`config.mk`:
```
export PLATFORM = sky130hd
export DESIGN_NAME = usb_tx
export DESIGN_NICKNAME = d
export VERILOG_FILES = /design/src/usb_tx_pkg.sv /design/src/usb_tx_fifo.sv /design/src/usb_tx_crc16.sv /design/src/usb_tx_serializer.sv /design/src/usb_tx_encoder.sv /design/src/usb_tx_ctrl.sv /design/src/usb_tx.sv
export SDC_FILE = /design/constraint.sdc
export NUM_CORES = 1
export LEC_CHECK = 0
export BUFFER_PORTS_ARGS = -buffer_cell sky130_fd_sc_hd__buf_2
export CORE_MARGIN = 2
export CORE_UTILIZATION = 35
export DETAILED_ROUTE_END_ITERATION = 16
export GPL_ROUTABILITY_DRIVEN = 0
export PLACE_DENSITY = 0.6
export SLEW_MARGIN = 40
export SYNTH_ARGS = -nofsm -noshare
export SYNTH_HDL_FRONTEND = slang
export SYNTH_HIERARCHICAL = 1
export SYNTH_SLANG_ARGS = --single-unit
```
`constraint.sdc`:
```
create_clock -name clk -period 10.3 [get_ports clk]
set_input_delay 1.03 -clock clk [delete_from_list [all_inputs] [get_ports clk]]
set_output_delay 1.03 -clock clk [all_outputs]
set_load 0.005 [all_outputs]
```
`src/usb_tx_pkg.sv`:
```
`default_nettype none

package usb_tx_pkg;

	// Request codes on tx_packet
	localparam logic [2:0] REQ_NONE  = 3'd0;
	localparam logic [2:0] REQ_DATA0 = 3'd1;
	localparam logic [2:0] REQ_ACK   = 3'd2;
	localparam logic [2:0] REQ_NAK   = 3'd3;
	localparam logic [2:0] REQ_STALL = 3'd4;

	localparam logic [7:0] PID_DATA0 = 8'hC3;
	localparam logic [7:0] PID_ACK   = 8'hD2;
	localparam logic [7:0] PID_NAK   = 8'h5A;
	localparam logic [7:0] PID_STALL = 8'h1E;

	localparam logic [7:0] SYNC_BYTE = 8'h80; // KJKJKJKK on the line

	localparam logic [15:0] CRC16_POLY = 16'h8005;
	localparam logic [15:0] CRC16_INIT = 16'hFFFF;

	localparam int FIFO_DEPTH  = 64;
	localparam int FIFO_CNT_W  = 7;
	localparam int FIFO_PTR_W  = 6;
	localparam int STUFF_LIMIT = 6; // Ones before a stuffed zero

	// Controller states
	localparam logic [2:0] ST_IDLE   = 3'd0;
	localparam logic [2:0] ST_ERR    = 3'd1;
	localparam logic [2:0] ST_SYNC   = 3'd2;
	localparam logic [2:0] ST_PID    = 3'd3;
	localparam logic [2:0] ST_DATA   = 3'd4;
	localparam logic [2:0] ST_CRC_LO = 3'd5;
	localparam logic [2:0] ST_CRC_HI = 3'd6;
	localparam logic [2:0] ST_EOP    = 3'd7;

	typedef union packed {
		logic [7:0] raw;
		struct packed {
			logic [3:0] pid_check; // Complement of pid_code
			logic [3:0] pid_code;
		} fields;
	} pid_byte_u;

endpackage

`default_nettype wire

```
`src/usb_tx_fifo.sv`:
```
`timescale 1ns/10ps
`default_nettype none

module usb_tx_fifo (
	input wire clk,
	input wire n_rst,
	input wire [7:0] wr_data,
	input wire wr_en,
	input wire get_tx,
	output logic [7:0] fifo_data,
	output logic [usb_tx_pkg::FIFO_CNT_W-1:0] buffer_occupancy
);

	logic [7:0] mem [usb_tx_pkg::FIFO_DEPTH];
	logic [usb_tx_pkg::FIFO_PTR_W-1:0] rd_ptr;
	logic [usb_tx_pkg::FIFO_PTR_W-1:0] wr_ptr;
	logic [usb_tx_pkg::FIFO_CNT_W-1:0] count;
	logic push;
	logic pop;

	assign push = wr_en && (count != usb_tx_pkg::FIFO_DEPTH); // Dropped when full
	assign pop = get_tx && (count != '0);
	assign fifo_data = mem[rd_ptr]; // Head entry
	assign buffer_occupancy = count;

	always_ff @(posedge clk) begin
		if (push) begin
			mem[wr_ptr] <= wr_data;
		end
	end

	always_ff @(posedge clk, negedge n_rst) begin
		if (!n_rst) begin
			rd_ptr <= '0;
			wr_ptr <= '0;
			count <= '0;
		end else begin
			if (push) begin
				wr_ptr <= wr_ptr + 1'b1; // Wraps at depth
			end
			if (pop) begin
				rd_ptr <= rd_ptr + 1'b1;
			end
			case ({push, pop})
				2'b10: count <= count + 1'b1;
				2'b01: count <= count - 1'b1;
				default: count <= count;
			endcase
		end
	end

endmodule

`default_nettype wire

```
`src/usb_tx_crc16.sv`:
```
`timescale 1ns/10ps
`default_nettype none

module usb_tx_crc16 (
	input wire clk,
	input wire n_rst,
	input wire crc_clear,
	input wire crc_update,
	input wire [7:0] crc_byte,
	output logic [15:0] crc_out
);

	logic [15:0] crc_reg;
	logic [15:0] crc_next;
	logic [15:0] poly_rev;

	// Register kept bit reversed so the low byte goes out first on the wire
	assign poly_rev = {<<{usb_tx_pkg::CRC16_POLY}};
	assign crc_out = ~crc_reg;

	always_comb begin
		crc_next = crc_reg;
		for (int i = 0; i < 8; i++) begin
			if (crc_next[0] ^ crc_byte[i]) begin
				crc_next = (crc_next >> 1) ^ poly_rev;
			end else begin
				crc_next = crc_next >> 1;
			end
		end
	end

	always_ff @(posedge clk, negedge n_rst) begin
		if (!n_rst) begin
			crc_reg <= usb_tx_pkg::CRC16_INIT;
		end else if (crc_clear) begin
			crc_reg <= usb_tx_pkg::CRC16_INIT;
		end else if (crc_update) begin
			crc_reg <= crc_next;
		end
	end

endmodule

`default_nettype wire

```
`src/usb_tx_serializer.sv`:
```
`timescale 1ns/10ps
`default_nettype none

module usb_tx_serializer (
	input wire clk,
	input wire n_rst,
	input wire load,
	input wire [7:0] byte_out,
	output logic bit_out,
	output logic bit_valid,
	output logic byte_done
);

	logic [7:0] shreg;
	logic [3:0] bits_left; // Data bits left, current one included
	logic [2:0] ones_cnt;
	logic [2:0] ones_next;
	logic busy;
	logic stuff; // Current cycle is a stuffed zero
	logic stuff_due;

	assign ones_next = shreg[0] ? ones_cnt + 3'd1 : 3'd0;
	assign stuff_due = busy && !stuff && (ones_next == 3'(usb_tx_pkg::STUFF_LIMIT));

	assign bit_valid = busy;
	assign bit_out = stuff ? 1'b0 : shreg[0];
	assign byte_done = busy && !stuff_due &&
		(stuff ? (bits_left == 4'd0) : (bits_left == 4'd1));

	always_ff @(posedge clk) begin
		if (load) begin
			shreg <= byte_out;
		end else if (busy && !stuff) begin
			shreg <= shreg >> 1; // LSB first
		end
	end

	always_ff @(posedge clk, negedge n_rst) begin
		if (!n_rst) begin
			busy <= 1'b0;
			stuff <= 1'b0;
			bits_left <= 4'd0;
			ones_cnt <= 3'd0;
		end else begin
			if (!busy || stuff) begin
				ones_cnt <= 3'd0; // Idle means the next byte is SYNC
			end else begin
				ones_cnt <= ones_next; // Run carries across bytes
			end
			stuff <= stuff_due;
			if (load) begin
				bits_left <= 4'd8;
				busy <= 1'b1;
			end else if (byte_done) begin
				busy <= 1'b0;
			end else if (busy && !stuff) begin
				bits_left <= bits_left - 4'd1;
			end
		end
	end

endmodule

`default_nettype wire

```
`src/usb_tx_encoder.sv`:
```
`timescale 1ns/10ps
`default_nettype none

module usb_tx_encoder (
	input wire clk,
	input wire n_rst,
	input wire bit_valid,
	input wire bit_out,
	input wire eop_req,
	output logic dp,
	output logic dm,
	output logic eop_done
);

	logic level; // 1 is J
	logic [1:0] eop_ph;
	logic cur;
	logic se0;

	// NRZI, a zero toggles the line
	assign cur = bit_valid ? (bit_out ? level : ~level) : level;
	assign se0 = (eop_ph == 2'd1) || (eop_ph == 2'd2);
	assign dp = se0 ? 1'b0 : cur;
	assign dm = se0 ? 1'b0 : ~cur;
	assign eop_done = (eop_ph == 2'd3); // J after two SE0 cycles

	always_ff @(posedge clk, negedge n_rst) begin
		if (!n_rst) begin
			level <= 1'b1;
			eop_ph <= 2'd0;
		end else begin
			if (eop_req) begin
				eop_ph <= 2'd1;
			end else if (eop_ph != 2'd0) begin
				eop_ph <= eop_ph + 2'd1; // Back to idle after the J cycle
			end
			if (se0) begin
				level <= 1'b1; // Line returns to J after SE0
			end else begin
				level <= cur;
			end
		end
	end

endmodule

`default_nettype wire

```
`src/usb_tx_ctrl.sv`:
```
`timescale 1ns/10ps
`default_nettype none

module usb_tx_ctrl (
	input wire clk,
	input wire n_rst,
	input wire [2:0] tx_packet,
	input wire byte_done,
	input wire eop_done,
	input wire [7:0] fifo_data,
	input wire [usb_tx_pkg::FIFO_CNT_W-1:0] buffer_occupancy,
	input wire [15:0] crc_out,
	output logic load,
	output logic [7:0] byte_out,
	output logic get_tx,
	output logic crc_clear,
	output logic crc_update,
	output logic eop_req,
	output logic tx_transfer_active,
	output logic tx_err
);

	logic [2:0] state;
	logic [2:0] next_state;
	logic [2:0] req_q;
	logic [2:0] req_d;
	logic err_d;
	logic has_data;
	logic [7:0] pid_sel;
	usb_tx_pkg::pid_byte_u pid;

	assign has_data = (buffer_occupancy != '0);
	assign tx_transfer_active = (state != usb_tx_pkg::ST_IDLE) &&
		(state != usb_tx_pkg::ST_ERR);

	always_comb begin
		case (req_q)
			usb_tx_pkg::REQ_DATA0: pid_sel = usb_tx_pkg::PID_DATA0;
			usb_tx_pkg::REQ_ACK: pid_sel = usb_tx_pkg::PID_ACK;
			usb_tx_pkg::REQ_NAK: pid_sel = usb_tx_pkg::PID_NAK;
			default: pid_sel = usb_tx_pkg::PID_STALL;
		endcase
		pid.raw = pid_sel;
	end

	// Next byte is loaded in the same cycle as byte_done, so bytes run back to back
	always_comb begin
		next_state = state;
		req_d = req_q;
		err_d = 1'b0;
		load = 1'b0;
		byte_out = 8'h00;
		get_tx = 1'b0;
		crc_clear = 1'b0;
		crc_update = 1'b0;
		eop_req = 1'b0;
		case (state)
			usb_tx_pkg::ST_IDLE: begin
				case (tx_packet)
					usb_tx_pkg::REQ_NONE: begin
						next_state = usb_tx_pkg::ST_IDLE;
					end
					usb_tx_pkg::REQ_DATA0,
					usb_tx_pkg::REQ_ACK,
					usb_tx_pkg::REQ_NAK,
					usb_tx_pkg::REQ_STALL: begin
						req_d = tx_packet;
						load = 1'b1; // SYNC goes out while idle
						byte_out = usb_tx_pkg::SYNC_BYTE;
						crc_clear = 1'b1;
						next_state = usb_tx_pkg::ST_SYNC;
					end
					default: begin
						err_d = 1'b1;
						next_state = usb_tx_pkg::ST_ERR;
					end
				endcase
			end
			usb_tx_pkg::ST_ERR: begin
				if (tx_packet == usb_tx_pkg::REQ_NONE) begin
					next_state = usb_tx_pkg::ST_IDLE; // Bad code must be withdrawn
				end
			end
			usb_tx_pkg::ST_SYNC: begin
				if (byte_done) begin
					load = 1'b1;
					byte_out = pid.raw;
					next_state = usb_tx_pkg::ST_PID;
				end
			end
			usb_tx_pkg::ST_PID,
			usb_tx_pkg::ST_DATA: begin
				if (byte_done) begin
					if (req_q != usb_tx_pkg::REQ_DATA0) begin
						eop_req = 1'b1; // Handshake has no payload or CRC
						next_state = usb_tx_pkg::ST_EOP;
					end else if (has_data) begin
						load = 1'b1;
						byte_out = fifo_data;
						get_tx = 1'b1;
						crc_update = 1'b1;
						next_state = usb_tx_pkg::ST_DATA;
					end else begin
						load = 1'b1;
						byte_out = crc_out[7:0];
						next_state = usb_tx_pkg::ST_CRC_LO;
					end
				end
			end
			usb_tx_pkg::ST_CRC_LO: begin
				if (byte_done) begin
					load = 1'b1;
					byte_out = crc_out[15:8];
					next_state = usb_tx_pkg::ST_CRC_HI;
				end
			end
			usb_tx_pkg::ST_CRC_HI: begin
				if (byte_done) begin
					eop_req = 1'b1;
					next_state = usb_tx_pkg::ST_EOP;
				end
			end
			usb_tx_pkg::ST_EOP: begin
				if (eop_done) begin
					next_state = usb_tx_pkg::ST_IDLE;
				end
			end
			default: begin
				next_state = usb_tx_pkg::ST_IDLE;
			end
		endcase
	end

	always_ff @(posedge clk, negedge n_rst) begin
		if (!n_rst) begin
			state <= usb_tx_pkg::ST_IDLE;
			req_q <= usb_tx_pkg::REQ_NONE;
			tx_err <= 1'b0;
		end else begin
			state <= next_state;
			req_q <= req_d;
			tx_err <= err_d; // One pulse on entry to ERR
		end
	end

endmodule

`default_nettype wire

```
`src/usb_tx.sv`:
```
`timescale 1ns/10ps
`default_nettype none

module usb_tx (
	input wire clk,
	input wire n_rst,
	input wire [7:0] wr_data,
	input wire wr_en,
	output logic [usb_tx_pkg::FIFO_CNT_W-1:0] buffer_occupancy,
	input wire [2:0] tx_packet,
	output logic tx_transfer_active,
	output logic tx_err,
	output logic dp,
	output logic dm
);

	logic load;
	logic [7:0] byte_out;
	logic byte_done;
	logic get_tx;
	logic [7:0] fifo_data;
	logic crc_clear;
	logic crc_update;
	logic [15:0] crc_out;
	logic eop_req;
	logic eop_done;
	logic bit_out;
	logic bit_valid;

	usb_tx_ctrl u_ctrl (
		.clk(clk),
		.n_rst(n_rst),
		.tx_packet(tx_packet),
		.byte_done(byte_done),
		.eop_done(eop_done),
		.fifo_data(fifo_data),
		.buffer_occupancy(buffer_occupancy),
		.crc_out(crc_out),
		.load(load),
		.byte_out(byte_out),
		.get_tx(get_tx),
		.crc_clear(crc_clear),
		.crc_update(crc_update),
		.eop_req(eop_req),
		.tx_transfer_active(tx_transfer_active),
		.tx_err(tx_err)
	);

	usb_tx_fifo u_fifo (
		.clk(clk),
		.n_rst(n_rst),
		.wr_data(wr_data),
		.wr_en(wr_en),
		.get_tx(get_tx),
		.fifo_data(fifo_data),
		.buffer_occupancy(buffer_occupancy)
	);

	usb_tx_crc16 u_crc16 (
		.clk(clk),
		.n_rst(n_rst),
		.crc_clear(crc_clear),
		.crc_update(crc_update),
		.crc_byte(byte_out), // Equals fifo_data while crc_update is high
		.crc_out(crc_out)
	);

	usb_tx_serializer u_serializer (
		.clk(clk),
		.n_rst(n_rst),
		.load(load),
		.byte_out(byte_out),
		.bit_out(bit_out),
		.bit_valid(bit_valid),
		.byte_done(byte_done)
	);

	usb_tx_encoder u_encoder (
		.clk(clk),
		.n_rst(n_rst),
		.bit_valid(bit_valid),
		.bit_out(bit_out),
		.eop_req(eop_req),
		.dp(dp),
		.dm(dm),
		.eop_done(eop_done)
	);

endmodule

`default_nettype wire

```
After elaboration in Yosys (flattened, before gate mapping) --
Memory sizes are Yosys's and may differ from the RTL's. Cells that the tools add are included.
Cells by class: $add $sub $neg 7, equality and inequality tests 31, mux-type cells 64, bitwise operators 19, reductions and logical operators 30
Operator list (number):
- $mux 16 | 10
- $mux 8 | 8
- $pmux 8 s4 | 1
- $mux 3 | 9
- $mux 1 | 25
- $not 2->3 | 8
- $pmux 8 s3 | 1
- $pmux 3 s7 | 1
- $eq 3x2->1 const B | 6
- $eq 3x3->1 const B | 6
- $not 16->16 | 1
- $pmux 7 s2 | 1
- $add 6x1->6 const B | 2
- $mux 4 | 3
- $ne 2x2->1 const B | 6
- $reduce_bool 2->1 | 6
- $eq 3x1->1 const B | 3
- $xor 1x1->1 | 8
- $add 7x1->7 const B | 1
- $logic_and 1x1->1 | 7
- $ne 7x7->1 const B | 1
- $reduce_bool 7->1 | 1
- $sub 7x1->7 const B | 1
- $eq 2x2->1 const B | 3
- 22 further kinds | 32
Storage, ports and cells: register bits 62, memory bits (writable) 512, input bits 14, output and inout port bits 11, word-level logic and storage cells 166, memories 1
Memories:
- u_fifo.mem | words 64, bits a word 8, read ports 1, clocked after Yosys merged registers in 0, wr ports 1, line usb_tx_fifo.sv:14 | logic [7:0] mem [usb_tx_pkg::FIFO_DEPTH];

Depth between registers and ports, before layout --
Gate-level depths: netlist of the first run.
depth after elaboration 27, gate-level depth with buffers 17

By module --
The synthesis of the first run kept the hierarchy.
Modules (own cells, without submodules):
- usb_tx_fifo | instances 1, cells an instance 1089, area each 20962.6 sq um, seq. area each 15850.2 sq um
- usb_tx_crc16 | instances 1, cells an instance 94, area each 920.9 sq um, seq. area each 420.4 sq um
- usb_tx_ctrl | instances 1, cells an instance 93, area each 829.5 sq um, seq. area each 175.2 sq um
- usb_tx_serializer | instances 1, cells an instance 61, area each 807.0 sq um, seq. area each 465.4 sq um
- usb_tx_encoder | instances 1, cells an instance 17, area each 188.9 sq um, seq. area each 76.3 sq um

Least setup slack after synthesis of the first run --
Ideal clock, no wire load.
path kind reg-to-reg, start point reg u_serializer.ones_cnt[0], end point reg u_fifo.count (netlist bit u_fifo/buffer_occupancy[5]), library setup time 0.136 ns, arrival time 3.734 ns, required time 10.164 ns, setup slack 6.430 ns, cell stages (with the launch flop) 17, buffers on the path 2, cell sequence dfrtp_1 -> ha_1 -> and4b_1 -> nand3_1 -> and4_1 -> nand3_4 -> a21oi_1 -> buf_4 -> o21a_1 -> clkbuf_1 -> ha_1 -> ha_1 -> a21o_1 -> a21o_1 -> a21oi_1 -> nor4_1 -> or3b_2
On the way: longest elaborated chain between the ends 12, elaborated cells between the ends (all ways) 14, those cells by class add/sub: 1; eq/ne: 3; mux: 4; reduce/logical: 6
Ends and longest elaborated chain:
- start: declaration | line usb_tx_serializer.sv:16 | logic [2:0] ones_cnt;
- start signal: assignment | line usb_tx_serializer.sv:48 | ones_cnt <= ones_next;
- $add 3x1->3 * | line usb_tx_serializer.sv:22 | assign ones_next = shreg[0] ? ones_cnt + 3'd1 : 3'd0;
- $mux 3 * | line usb_tx_serializer.sv:22
- $eq 3x3->1 * | line usb_tx_serializer.sv:23 | assign stuff_due = busy && !stuff && (ones_next == 3'(usb_tx_pkg::STUFF_LIMIT));
- $logic_and 1x1->1 * | line usb_tx_serializer.sv:23
- $logic_not 1->1 * | line usb_tx_serializer.sv:27 | assign byte_done = busy && !stuff_due &&
- $logic_and 1x1->1 * (2 in series) | line usb_tx_serializer.sv:27
- net byte_done | line usb_tx.sv:19 | logic byte_done;
- $mux 1 * (2 in series)
- net crc_update | line usb_tx.sv:23 | logic crc_update;
- $logic_and 1x1->1 * | line usb_tx_fifo.sv:22 | assign pop = get_tx && (count != '0);
- net u_fifo.pop | line usb_tx_fifo.sv:19 | logic pop;
- $eq 2x1->1 / $eq 2x2->1 (equally long branches) | line usb_tx_fifo.sv:44 | case ({push, pop})
- $pmux 7 s2 / $reduce_bool 2->1 (equally long branches)
- end signal: assignment | line usb_tx_fifo.sv:45 | 2'b10: count <= count + 1'b1;
- end signal: assignment | line usb_tx_fifo.sv:46 | 2'b01: count <= count - 1'b1;
- end signal: assignment | line usb_tx_fifo.sv:47 | default: count <= count;
- end: declaration | line usb_tx_fifo.sv:17 | logic [usb_tx_pkg::FIFO_CNT_W-1:0] count;
Mark *: on every way through the listed nets, which the timed path passes. The rest lies on a longest branch. A chain may end at the register's enable or synchronous reset.

Worst setup path in the final report of the first run --
start point reg u_fifo/rd_ptr[0] (netlist name), end point reg u_crc16.crc_reg[0]
On the way: elaborated cells between the ends (all ways) 23, those cells by class mux: 14; bitwise: 8; memory: 1
RTL lines:
- start: declaration | line usb_tx_fifo.sv:15 | logic [usb_tx_pkg::FIFO_PTR_W-1:0] rd_ptr;
- start signal: assignment | line usb_tx_fifo.sv:42 | rd_ptr <= rd_ptr + 1'b1;
- $mem_v2 64x8
- net fifo_data[2] | line usb_tx.sv:21 | logic [7:0] fifo_data;
- $mux 8 | line usb_tx_ctrl.sv:97 | end else if (has_data) begin
- $mux 8 | line usb_tx_ctrl.sv:94 | if (req_q != usb_tx_pkg::REQ_DATA0) begin
- $mux 8 | line usb_tx_ctrl.sv:93 | if (byte_done) begin
- $pmux 8 s4 | line usb_tx_ctrl.sv:57 | case (state)
- net byte_out[2] | line usb_tx.sv:18 | logic [7:0] byte_out;
- $xor 1x1->1 | line usb_tx_crc16.sv:24 | if (crc_next[0] ^ crc_byte[i]) begin
- [... 5 more ...]
- $xor 1x1->1 | line usb_tx_crc16.sv:24
- $mux 16 | line usb_tx_crc16.sv:24
- $xor 1x1->1 | line usb_tx_crc16.sv:24
- $mux 16 | line usb_tx_crc16.sv:24
- $xor 1x1->1 | line usb_tx_crc16.sv:24
- $mux 16 | line usb_tx_crc16.sv:24
- $mux 16 | line usb_tx_crc16.sv:37 | end else if (crc_update) begin
- $mux 16 | line usb_tx_crc16.sv:35 | end else if (crc_clear) begin
- end signal: assignment | line usb_tx_crc16.sv:34 | crc_reg <= usb_tx_pkg::CRC16_INIT;
- end signal: assignment | line usb_tx_crc16.sv:36 | crc_reg <= usb_tx_pkg::CRC16_INIT;
- end signal: assignment | line usb_tx_crc16.sv:38 | crc_reg <= crc_next;
- end: declaration | line usb_tx_crc16.sv:13 | logic [15:0] crc_reg;
The timed path passes the listed nets, and every way through them passes these cells. The select of a mux whose other input is x is not followed.

==> flow_summary.json, run 1 <==
{
  "port_buffers": 24,
  "netlist_area_sq_um": 23700,
  "wire_per_inst_microns": 24.4,
  "worst-r2r-setup-slack_ns": 4.81,
  "grt_pass1_vias": 12500,
  "crit_arrival_ns": 6.02,
  "cts_root_buf": "clkbuf_16",
  "die_area_sq_um": 69800,
  "ir_drop_uv": 175,
  "internal-power_mw": 4.31,
  "n_fill_cell": 6016,
  "r2r.worst_path.cells": 14,
  "grt-ovfl-total": 0,
  "pre_cts_slack_ns": 4.95,
  "cts.sinks": 574,
  "syn-instance-count": 1354,
  "grtUsageTotal_pct": 16.1,
  "drv_slew": 0,
  "pwr-share-clk_pct": 34.3,
  "cp_max_fo": 67,
  "avgViaCountPerCell": 5.37,
  "maxSlewHeadroom_pct": 39.1,
  "dp_cells": 2204,
  "ys.flop_type": "edfxtp_1",
  "min_to": "u_crc16/crc_reg[3]$_DFFE_PN1P_",
  "drtIter0Drc": 1087,
  "synthTopCellsByArea": "edfxtp_1, mux4_2, dfrtp_1",
  "synth-edff-count": 520,
  "skew_ns": 0.0326,
  "p_leak_nw": 8.56,
  "min_path_type": "reg -> reg",
  "endpoint_kind": "flop",
  "largest_reg_flops": 512,
  "tightest_slew_ns": 0.912,
  "h-tree-depth": 2,
  "r2r-start": "u_fifo/rd_ptr[0]$_DFFE_PN0P_",
  "crit_required_ns": 10.83,
  "synth_area_per_cell_sq_um": 17.5,
  "tns_ns": 0,
  "cts_tree": "done",
  "drtAntennaViolNets": 0,
  "setup_slack_ns": 4.81,
  "cts.repair.resized": 0,
  "wl_mm": 56.4,
  "post_cts_buffers": 0,
  "vias": 12400,
  "r2r_end": "u_crc16/crc_reg[0]$_DFFE_PN1P_",
  "synth_most_common_cell": "edfxtp_1",
  "outcome": "completed",
  "cap_violations": 0,
  "final_area_sq_um": 26700,
  "switching_share_pct": 27.2,
  "placed_cell_area_sq_um": 24800,
  "comb_power_share_pct": 17.3,
  "whs_path_depth": 2,
  "cts_made_buffers": 56,
  "coreArea_sq_um": 67200,
  "power_density_nw_per_um2": 222,
  "ys_ff_latch": 574,
  "drc": 0,
  "rows": 95,
  "synth_warnings": 6,
  "period_needed_ns": 5.49,
  "synth_common_cells": "edfxtp_1, nor2_1, mux4_2",
  "grt_max_degree": 103,
  "path_clk_slew_ns": 0.06,
  "stdcell_count": 2308,
  "drt-pass1-iter-count": 6,
  "die-width_microns": 264,
  "n_antenna_cell": 0,
  "syn-num-nets": 1382,
  "dp_hpwl_mm": 33.9,
  "cts_hold_buf": 0,
  "ys_async_sr_fraction_pct": 9.41,
  "clk_latency_ns": 0.63,
  "grt_pass1_wl_mm": 83.1,
  "cts_buffer_depth": 3,
  "synthDistinctLibCells": 80,
  "areaGrowthSynthToFinish_pct": 12.5,
  "drive_gt1_share_pct": 21.6,
  "p_sw_mw": 1.61,
  "setup_viol": 0,
  "io_pins": 25,
  "antenna_found_initial": 1,
  "hp-start": "u_crc16/crc_reg[11]$_DFFE_PN1P_",
  "chipHeight_microns": 264,
  "finalCritPeriodShare_pct": 53.3,
  "seqPwrFrac_pct": 48.4,
  "start_util_pct": 35.3,
  "critPathKind": "reg -> reg",
  "final_hold_viol_count": 0,
  "synth_top_area_share_pct": 65.9,
  "timing.fmax_mhz": 182,
  "nets": 1417,
  "synth_top_area_cell": "edfxtp_1",
  "whs_ns": 0.511,
  "rsz0062_at_grt": "no",
  "synth_seq_area_share_pct": 71.7,
  "start_kind": "flop",
  "crit_start": "u_fifo/rd_ptr[0]$_DFFE_PN0P_"
}
==> power groups by stage <==
stage | combinational [mW] | clock, mW | sequential (mW)
after floorplan | 0.788 | 0 | 2.82
after global placement | 0.993 | 0 | 2.91
after detailed placement | 1.02 | 0 | 2.92
after CTS | 1.02 | 2.08 | 2.87
after global routing | 1.11 | 2.17 | 2.89
final | 1.02 | 2.03 | 2.87
==> cell usage in the layout (no fill, tap or decap), types with 13 or more instances in the layout <==
| cell | netlist | routed |
|---|---|---|
| buf_2 | 16 | 22 |
| nor2_1 | 105 | 83 |
| clkinv_1 | 0 | 14 |
| o21ai_0 | 18 | 18 |
| xnor2_1 | 27 | 27 |
| clkbuf_16 | 0 | 57 |
| inv_1 | 36 | 36 |
| dfstp_2 | 17 | 17 |
| mux4_2 | 98 | 98 |
| o211ai_1 | 13 | 13 |
| nand2_1 | 74 | 74 |
| a21oi_1 | 26 | 25 |
| edfxtp_1 | 520 | 520 |
| ha_1 | 13 | 13 |
| nor2_2 | 0 | 22 |
| buf_4 | 12 | 18 |
| dfrtp_1 | 37 | 35 |
| mux2i_1 | 78 | 78 |
| mux2_2 | 21 | 21 |
| o22ai_1 | 27 | 27 |
==> metrics by stage <==
step / util [%] / total power, mW
final: 39.7 / 5.92
after global placement: 36.8 / 3.91
after CTS: 39.6 / 5.97
after detailed placement: 36.9 / 3.94
after floorplan: - / 3.61
after global routing: 39.7 / 6.17
==> worst max path at each step <==
stage | endpoint | slack (ns) | depth (start not counted)
finish | u_crc16/crc_reg[0]$_DFFE_PN1P_ | 4.81 | 14
global route | u_crc16/crc_reg[0]$_DFFE_PN1P_ | 4.33 | 14
CTS | u_crc16/crc_reg[0]$_DFFE_PN1P_ | 4.91 | 14
detailed placement | u_crc16/crc_reg[0]$_DFFE_PN1P_ | 4.95 | 14
global placement | u_crc16/crc_reg[0]$_DFFE_PN1P_ | 5.06 | 13
floorplan | u_fifo/buffer_occupancy[5]$_DFFE_PN0P_ | 6.43 | 16
==> worst max-delay path, cell delays in order (launching register included) <==
cell	delay [ns]
dfrtp_4	0.74
buf_12	0.38
buf_16	0.39
nand3b_1	0.55
o22ai_1	0.34
a211oi_1	0.12
a32o_1	0.26
nor4_1	0.69
mux2i_1	0.17
o21ai_1	0.24
xnor2_1	0.20
xnor2_1	0.22
xnor3_2	0.45
xnor3_1	0.35
a21oi_1	0.15
==> per-layer routing <==
metal / global-route usage (%) / up-vias / routed length (microns)
li1: - / 5414 / -
met1: 22.3 / 6457 / 24600
met2: 25.0 / 418 / 26200
met3: 3.23 / 102 / 3600
met4: 6.66 / 2 / 2010
met5: 0 / - / 13
==> cells by family after synthesis <==
logic type	after synthesis	synth area share, %
DFF	574	71.7
and+or+nand+nor	268	5.58
adders and majority gates	14	0.771
buffers and inverters	103	2.10
AOI/OAI and AO/OA	158	4.67
muxes	197	13.6
xor gates and xnor gates	40	1.63
==> layout make-up <==
class / instances / area (sq um) / share of cell area [%]
Inverter: 37 / 139 / 0.521
Timing Repair Buffer: 43 / 313 / 1.17
Tap cell: 873 / 1090 / 4.10
Multi-Input combinational cell: 677 / 6290 / 23.6
Clock buffer: 68 / 1490 / 5.58
Clock inverter: 36 / 347 / 1.30
Sequential cell: 574 / 17000 / 63.7
Power figures use the tool's default switching activity.
==> inputs of run 2 (changes only) <==
Settings changed: ABC_AREA from default to 1, PLACE_DENSITY 0.6 to 0.62.
Clock period 10.3 ns to 4.95 ns, I/O delays scaled along.
==> run 2 against run 1 <==
Worst setup slack lost 4.0 ns. Critical path type unchanged. Non-clock buffer count grew 21. Design area rose by 7.9%. Clock power increased by 120%. Clock-buffer cell count up 3.
==> flow_summary.json, run 2 <==
{
  "outcome": "completed",
  "ys_async_sr_fraction_pct": 9.41,
  "route.met2.wl_mm": 29.5,
  "start_util_pct": 35.3,
  "cp_max_fo": 140,
  "tightest_slew_ns": 0.851,
  "wl_mm": 64.0,
  "final_common_cell": "nand2_1",
  "whs_path_depth": 3,
  "syn-num-nets": 2557,
  "power_density_nw_per_um2": 471,
  "ys_ff_latch": 574,
  "timing.fmax_mhz": 244,
  "stdcell_count": 3546,
  "drtIter0Drc": 1563,
  "finalCritPeriodShare_pct": 82.7,
  "worst-r2r-setup-slack_ns": 0.86,
  "r2r-start": "u_fifo/rd_ptr[0]$_DFFE_PN0P_",
  "grt-ovfl-total": 0,
  "ys.flop_type": "edfxtp_1",
  "wl_met3_mm": 4.87,
  "h-tree-depth": 2,
  "drv_slew": 0,
  "dp_cells": 3434,
  "crit_arrival_ns": 4.64,
  "rsz0062_at_grt": "no",
  "cap_violations": 0,
  "synth_seq_area_share_pct": 66.1,
  "clk_latency_ns": 0.65,
  "rows": 99,
  "avgViaCountPerCell": 4.91,
  "synth-edff-count": 520,
  "areaGrowthSynthToFinish_pct": 11.9,
  "synth_most_common_cell": "nand2_1",
  "period_needed_ns": 4.09,
  "synth_warnings": 6,
  "critPathKind": "reg -> reg",
  "drive_gt1_share_pct": 9.28,
  "grt_max_degree": 141,
  "grt_pass1_vias": 16600,
  "io_pins": 25,
  "maxSlewHeadroom_pct": 43.1,
  "drtAntennaViolNets": 0,
  "synth_area_per_cell_sq_um": 10.2,
  "synth_common_cells": "nand2_1, edfxtp_1, nand3_1",
  "ir_drop_uv": 309,
  "min_to": "u_ctrl/req_q[0]$_DFFE_PN0P_",
  "syn-instance-count": 2529,
  "synthTopCellsByArea": "edfxtp_1, nand2_1, nand3_1",
  "path_clk_slew_ns": 0.06,
  "coreArea_sq_um": 72800,
  "netlist_area_sq_um": 25700,
  "largest_reg_flops": 512,
  "synth_top_area_share_pct": 60.7,
  "cts_tree": "done",
  "top_layer_used": "met4",
  "antenna_found_initial": 0,
  "nets": 2566,
  "wirelength_met1_mm": 28.0,
  "r2r.worst_path.cells": 24,
  "r2r_end": "u_crc16/crc_reg[0]$_DFFE_PN1P_",
  "final_hold_viol_count": 0,
  "grt_pass1_wl_mm": 98.0,
  "drc": 0,
  "hp-start": "tx_packet[0]",
  "n_antenna_cell": 0,
  "wire_per_inst_microns": 18.1,
  "tns_ns": 0,
  "die-width_microns": 275,
  "cts.repair.resized": 0,
  "setup_viol": 0,
  "start_kind": "flop",
  "cts_made_buffers": 58,
  "skew_ns": 0.0482,
  "dp_hpwl_mm": 37.3,
  "vias": 17400,
  "p_leak_nw": 11.4,
  "cts_root_buf": "clkbuf_16",
  "chipHeight_microns": 275,
  "cts_hold_buf": 0,
  "post_cts_buffers": 0,
  "grtUsageTotal_pct": 17.0,
  "cts_buffer_depth": 3,
  "cts.sinks": 574,
  "synth_top_area_cell": "edfxtp_1",
  "crit_required_ns": 5.50,
  "port_buffers": 24,
  "final_cell_mix": "nand2_1, edfxtp_1, nand3_1, inv_1, nor2_1",
  "endpoint_kind": "flop",
  "min_path_type": "in -> reg",
  "synthDistinctLibCells": 41,
  "die_area_sq_um": 75700,
  "drt-pass1-iter-count": 5
}
## run 2: area by class of cell
class / instances / area [sq um]
fill: 7029 / 44100
inverter: 259 / 980
timing repair buffer: 64 / 554
tap: 959 / 1200
sequential: 574 / 17000
clock inverter: 38 / 398
clock buffer: 71 / 1520
multi-input combinational: 1581 / 7120
## run 2: worst max-delay path by stage
stage	start	endpoint	slack [ns]	cells after the start
6_report	u_fifo/rd_ptr[0]$_DFFE_PN0P_	u_crc16/crc_reg[0]$_DFFE_PN1P_	0.86	24
5_1_grt	u_serializer/bits_left[0]$_DFFE_PN0P_	u_fifo/buffer_occupancy[6]$_DFFE_PN0P_	0.61	23
4_1_cts	u_serializer/bits_left[0]$_DFFE_PN0P_	u_fifo/buffer_occupancy[6]$_DFFE_PN0P_	0.89	23
3_5_place_dp	u_serializer/bits_left[0]$_DFFE_PN0P_	u_fifo/buffer_occupancy[6]$_DFFE_PN0P_	0.94	23
3_3_place_gp	u_fifo/rd_ptr[1]$_DFFE_PN0P_	u_crc16/crc_reg[0]$_DFFE_PN1P_	1.00	26
2_1_floorplan	u_serializer/bits_left[0]$_DFFE_PN0P_	u_fifo/buffer_occupancy[6]$_DFFE_PN0P_	1.55	24
## run 2: worst max-delay path: stages, from the launching register on
cell and delay, ns:
dfrtp_4 0.71, buf_12 0.50, nand2_1 0.13, o211ai_1 0.11
nand3_1 0.15, nand3_1 0.16, nand2_1 0.15, nand3_1 0.16
nand2_1 0.12, or2_2 0.31, nand3_1 0.12, nand3_1 0.20
inv_1 0.13, nand2_1 0.06, nand2_1 0.10, nand2_1 0.08
nand3_1 0.10, nand2_2 0.07, inv_1 0.06, nand3_2 0.09
nand2_2 0.09, nand2_2 0.05, nand3_2 0.08, nand3_2 0.07
nand2_1 0.07
## run 2: through the flow
step	util, %	hold WS, ns	cell area (sq um)	worst slack (ns)	power [mW]
final	39.5	0.112	28800	0.857	13.6
after floorplan	-	0.199	25700	1.55	8.31
after detailed placement	36.8	0.482	26800	0.935	9.19
after CTS	39.4	0.0131	28700	0.893	13.6
after global placement	36.7	0.471	26800	1.00	9.15
after global routing	39.5	0.0922	28800	0.607	14.3
## run 2: report_power, final
group,internal (mW),switching [mW]
Clock,2.56,1.89
Sequential,5.63,0.266
Combinational,0.951,2.27
Total,9.14,4.42
## run 2: layer usage
metal	up-vias	track usage (%)
li1	8384	-
met1	8352	23.5
met2	587	26.8
met3	103	3.40
met4	0	5.25
met5	-	0
## run 2: cell families after synthesis
| family | after synthesis | synth area share (%) |
|---|---|---|
| AND/OR/NAND/NOR | 1408 | 22.9 |
| XOR/XNOR | 26 | 0.885 |
| adder cells (fa/ha/maj) | 14 | 0.710 |
| flip-flops | 574 | 66.1 |
| AO/OA/AOI/OAI | 133 | 3.09 |
| buffers and inverters | 374 | 6.36 |
==> inputs of run 3 (changes only) <==
Clock period 4.95 ns to 3.45 ns, I/O delays scaled along.
==> run 3 against run 2 <==
Clock-buffer cell count rose by 3. Wire length up 3.5%. Power increased by 49%. First-iteration DRC count is 11% higher. Maximum frequency increased by 22%. Die area unchanged. Core utilization increased by 2.0 points. Sequential cell count stayed put. Worst hold slack worse by 0.054 ns. Clock skew down 0.011 ns. Largest power group unchanged. Highest routed layer unchanged.
==> flow_summary.json, run 3 (synthesized netlist as in run 2, its figures left out) <==
{
  "cts_made_buffers": 58,
  "wl_mm": 66.2,
  "n_antenna_cell": 0,
  "pre_cts_slack_ns": 0.00427,
  "start_util_pct": 35.3,
  "setup_viol": 0,
  "die_area_sq_um": 75700,
  "maxSlewHeadroom_pct": 43.7,
  "clk_latency_ns": 0.63,
  "wire_per_inst_microns": 18.1,
  "n_fill_cell": 6947,
  "grt_pass1_wl_mm": 101,
  "rows": 99,
  "port_buffers": 24,
  "io_pins": 25,
  "regArea_sq_um": 17000,
  "h-tree-depth": 2,
  "outcome": "completed",
  "timing.fmax_mhz": 298,
  "grt_max_degree": 65,
  "rsz0062_at_grt": "yes",
  "multiInputGateArea_sq_um": 7350,
  "power_density_nw_per_um2": 667,
  "skew_ns": 0.0369,
  "slowest_delay_ns": 0.58,
  "vias": 18000,
  "path_clk_slew_ns": 0.06,
  "grtUsageTotal_pct": 17.2,
  "chipHeight_microns": 275,
  "final_area_sq_um": 30200,
  "grt-ovfl-total": 0,
  "avgViaCountPerCell": 4.91,
  "finalCritPeriodShare_pct": 97.4,
  "ir_drop_uv": 621,
  "areaGrowthSynthToFinish_pct": 17.5,
  "coreArea_sq_um": 72800,
  "cts_buffer_depth": 3,
  "final_hold_viol_count": 0,
  "drtAntennaViolNets": 0,
  "antenna_found_initial": 0,
  "grt_pass1_vias": 17300,
  "cp_max_fo": 18,
  "start_kind": "flop",
  "fin_util_pct": 41.5,
  "nets": 2689,
  "drtIter0Drc": 1739,
  "drc": 0,
  "tightest_slew_ns": 0.841,
  "drive_gt1_share_pct": 15.1,
  "setup_slack_ns": 0.0889,
  "crit_required_ns": 4.00,
  "cts.sinks": 574,
  "period_needed_ns": 3.36,
  "min_path_type": "in -> reg",
  "largest_reg_flops": 512,
  "cap_violations": 0,
  "dp_hpwl_mm": 41.1,
  "total_power_mw": 20.2,
  "crit_arrival_ns": 3.91,
  "dp_cells": 3541,
  "drv_slew": 0,
  "cts_root_buf": "clkbuf_16",
  "final_common_cell": "nand2_1",
  "worst-path-stages": 23,
  "whs_path_depth": 3,
  "cp_top_family": "simple AND/OR/NAND/NOR gates",
  "critPathKind": "reg -> reg",
  "stdcell_count": 3662,
  "crit_path_top_delay_cell": "dfrtp_4",
  "final_cell_mix": "nand2_1, edfxtp_1, nand3_1, inv_1, nor2_1",
  "path_buf_inv": 3,
  "r2r.worst_path.cells": 23,
  "endpoint_kind": "flop",
  "p_leak_nw": 12.2,
  "die-width_microns": 275,
  "drt-pass1-iter-count": 5,
  "placed_cell_area_sq_um": 27800,
  "path_cells": "buf_12 -> buf_12 -> nor2_1 -> nor2_1 -> nand2_1 -> nand3_1 -> nand3_1 -> nand2_1 -> nand3_1 -> nand2_1 -> or2_2 -> nand3_2 -> nand3_4 -> xnor2_2 -> nand3_2 -> nand2_2 -> inv_1 -> nand3_4 -> nand2_2 -> nand2_2 -> nand3_2 -> nand3_2 -> nand2_1",
  "cts_tree": "done"
}
==> run 3: cell types whose count changed in the layout (fill, tap and decap cells not counted), sizes merged <==
cell,previous run,this run
buf,63,177
clkbuf,71,80
clkinv,31,25
dlygate4sd3,1,3
inv,257,255
clkinvlp,2,1
==> run 3: worst register-to-register path, cell delays in order (launching register included) <==
cell,delay [ns]
dfrtp_4,0.58
buf_12,0.20
buf_12,0.16
nor2_1,0.10
nor2_1,0.04
nand2_1,0.05
nand3_1,0.10
nand3_1,0.21
nand2_1,0.14
nand3_1,0.17
nand2_1,0.10
or2_2,0.34
nand3_2,0.11
nand3_4,0.10
xnor2_2,0.21
nand3_2,0.12
nand2_2,0.09
inv_1,0.07
nand3_4,0.08
nand2_2,0.07
nand2_2,0.07
nand3_2,0.06
nand3_2,0.07
nand2_1,0.05
==> run 3: area by class of cell <==
| type | count | share of cell area, % |
|---|---|---|
| Multi-Input combinational cell | 1581 | 24.3 |
| Sequential cell | 574 | 56.2 |
| Clock inverter | 28 | 1.05 |
| Timing Repair inverter | 1 | 0.0290 |
| Inverter | 259 | 3.30 |
| Clock buffer | 74 | 5.07 |
| Timing Repair Buffer | 186 | 6.04 |
| Tap cell | 959 | 3.97 |
==> run 3: worst paths after layout <==
path                                                startpoint                              end  slack [ns]
worst max-delay path              u_fifo/rd_ptr[0]$_DFFE_PN0P_   u_crc16/crc_reg[0]$_DFFE_PN1P_        0.09
worst min-delay path                              tx_packet[2]      u_ctrl/req_q[2]$_DFFE_PN0P_        0.06
worst max register to register    u_fifo/rd_ptr[0]$_DFFE_PN0P_   u_crc16/crc_reg[0]$_DFFE_PN1P_        0.09
worst min register to register  u_crc16/crc_reg[7]$_DFFE_PN1P_   u_crc16/crc_reg[7]$_DFFE_PN1P_        0.48
max in group asynchronous                                n_rst  u_crc16/crc_reg[12]$_DFFE_PN1P_        2.05
min in group asynchronous                                n_rst     u_fifo/rd_ptr[3]$_DFFE_PN0P_        0.33
==> run 3: routing by layer <==
layer  up-vias  wire length (microns)  track usage [%]
met2       557                  31400             28.6
met1      8686                  29100             23.2
met3       106                   3940             2.25
li1       8642                      -                -
met5         -                      0                0
met4         0                   1860             5.65
==> run 3: metrics by stage <==
stage               hold WS (ns)  TNS, ns
finish                    0.0579        0
global route              0.0880   -0.155
CTS                       0.0249        0
detailed placement         0.470        0
global placement           0.464        0
floorplan                 0.0494        0
==> run 3: what timing repair did <==
action	CTS	global route
resized for setup	0	76
hold endpoints to repair	27	0
setup buffers	0	9
hold buffers	3	0
setup endpoints to repair	0	7
==> run 3: power breakdown <==
part | leakage [nW] | switching [mW] | internal, mW
sequential | 5.34 | 0.335 | 8.08
combinational | 5.98 | 3.52 | 1.96
clock | 0.906 | 2.63 | 3.64
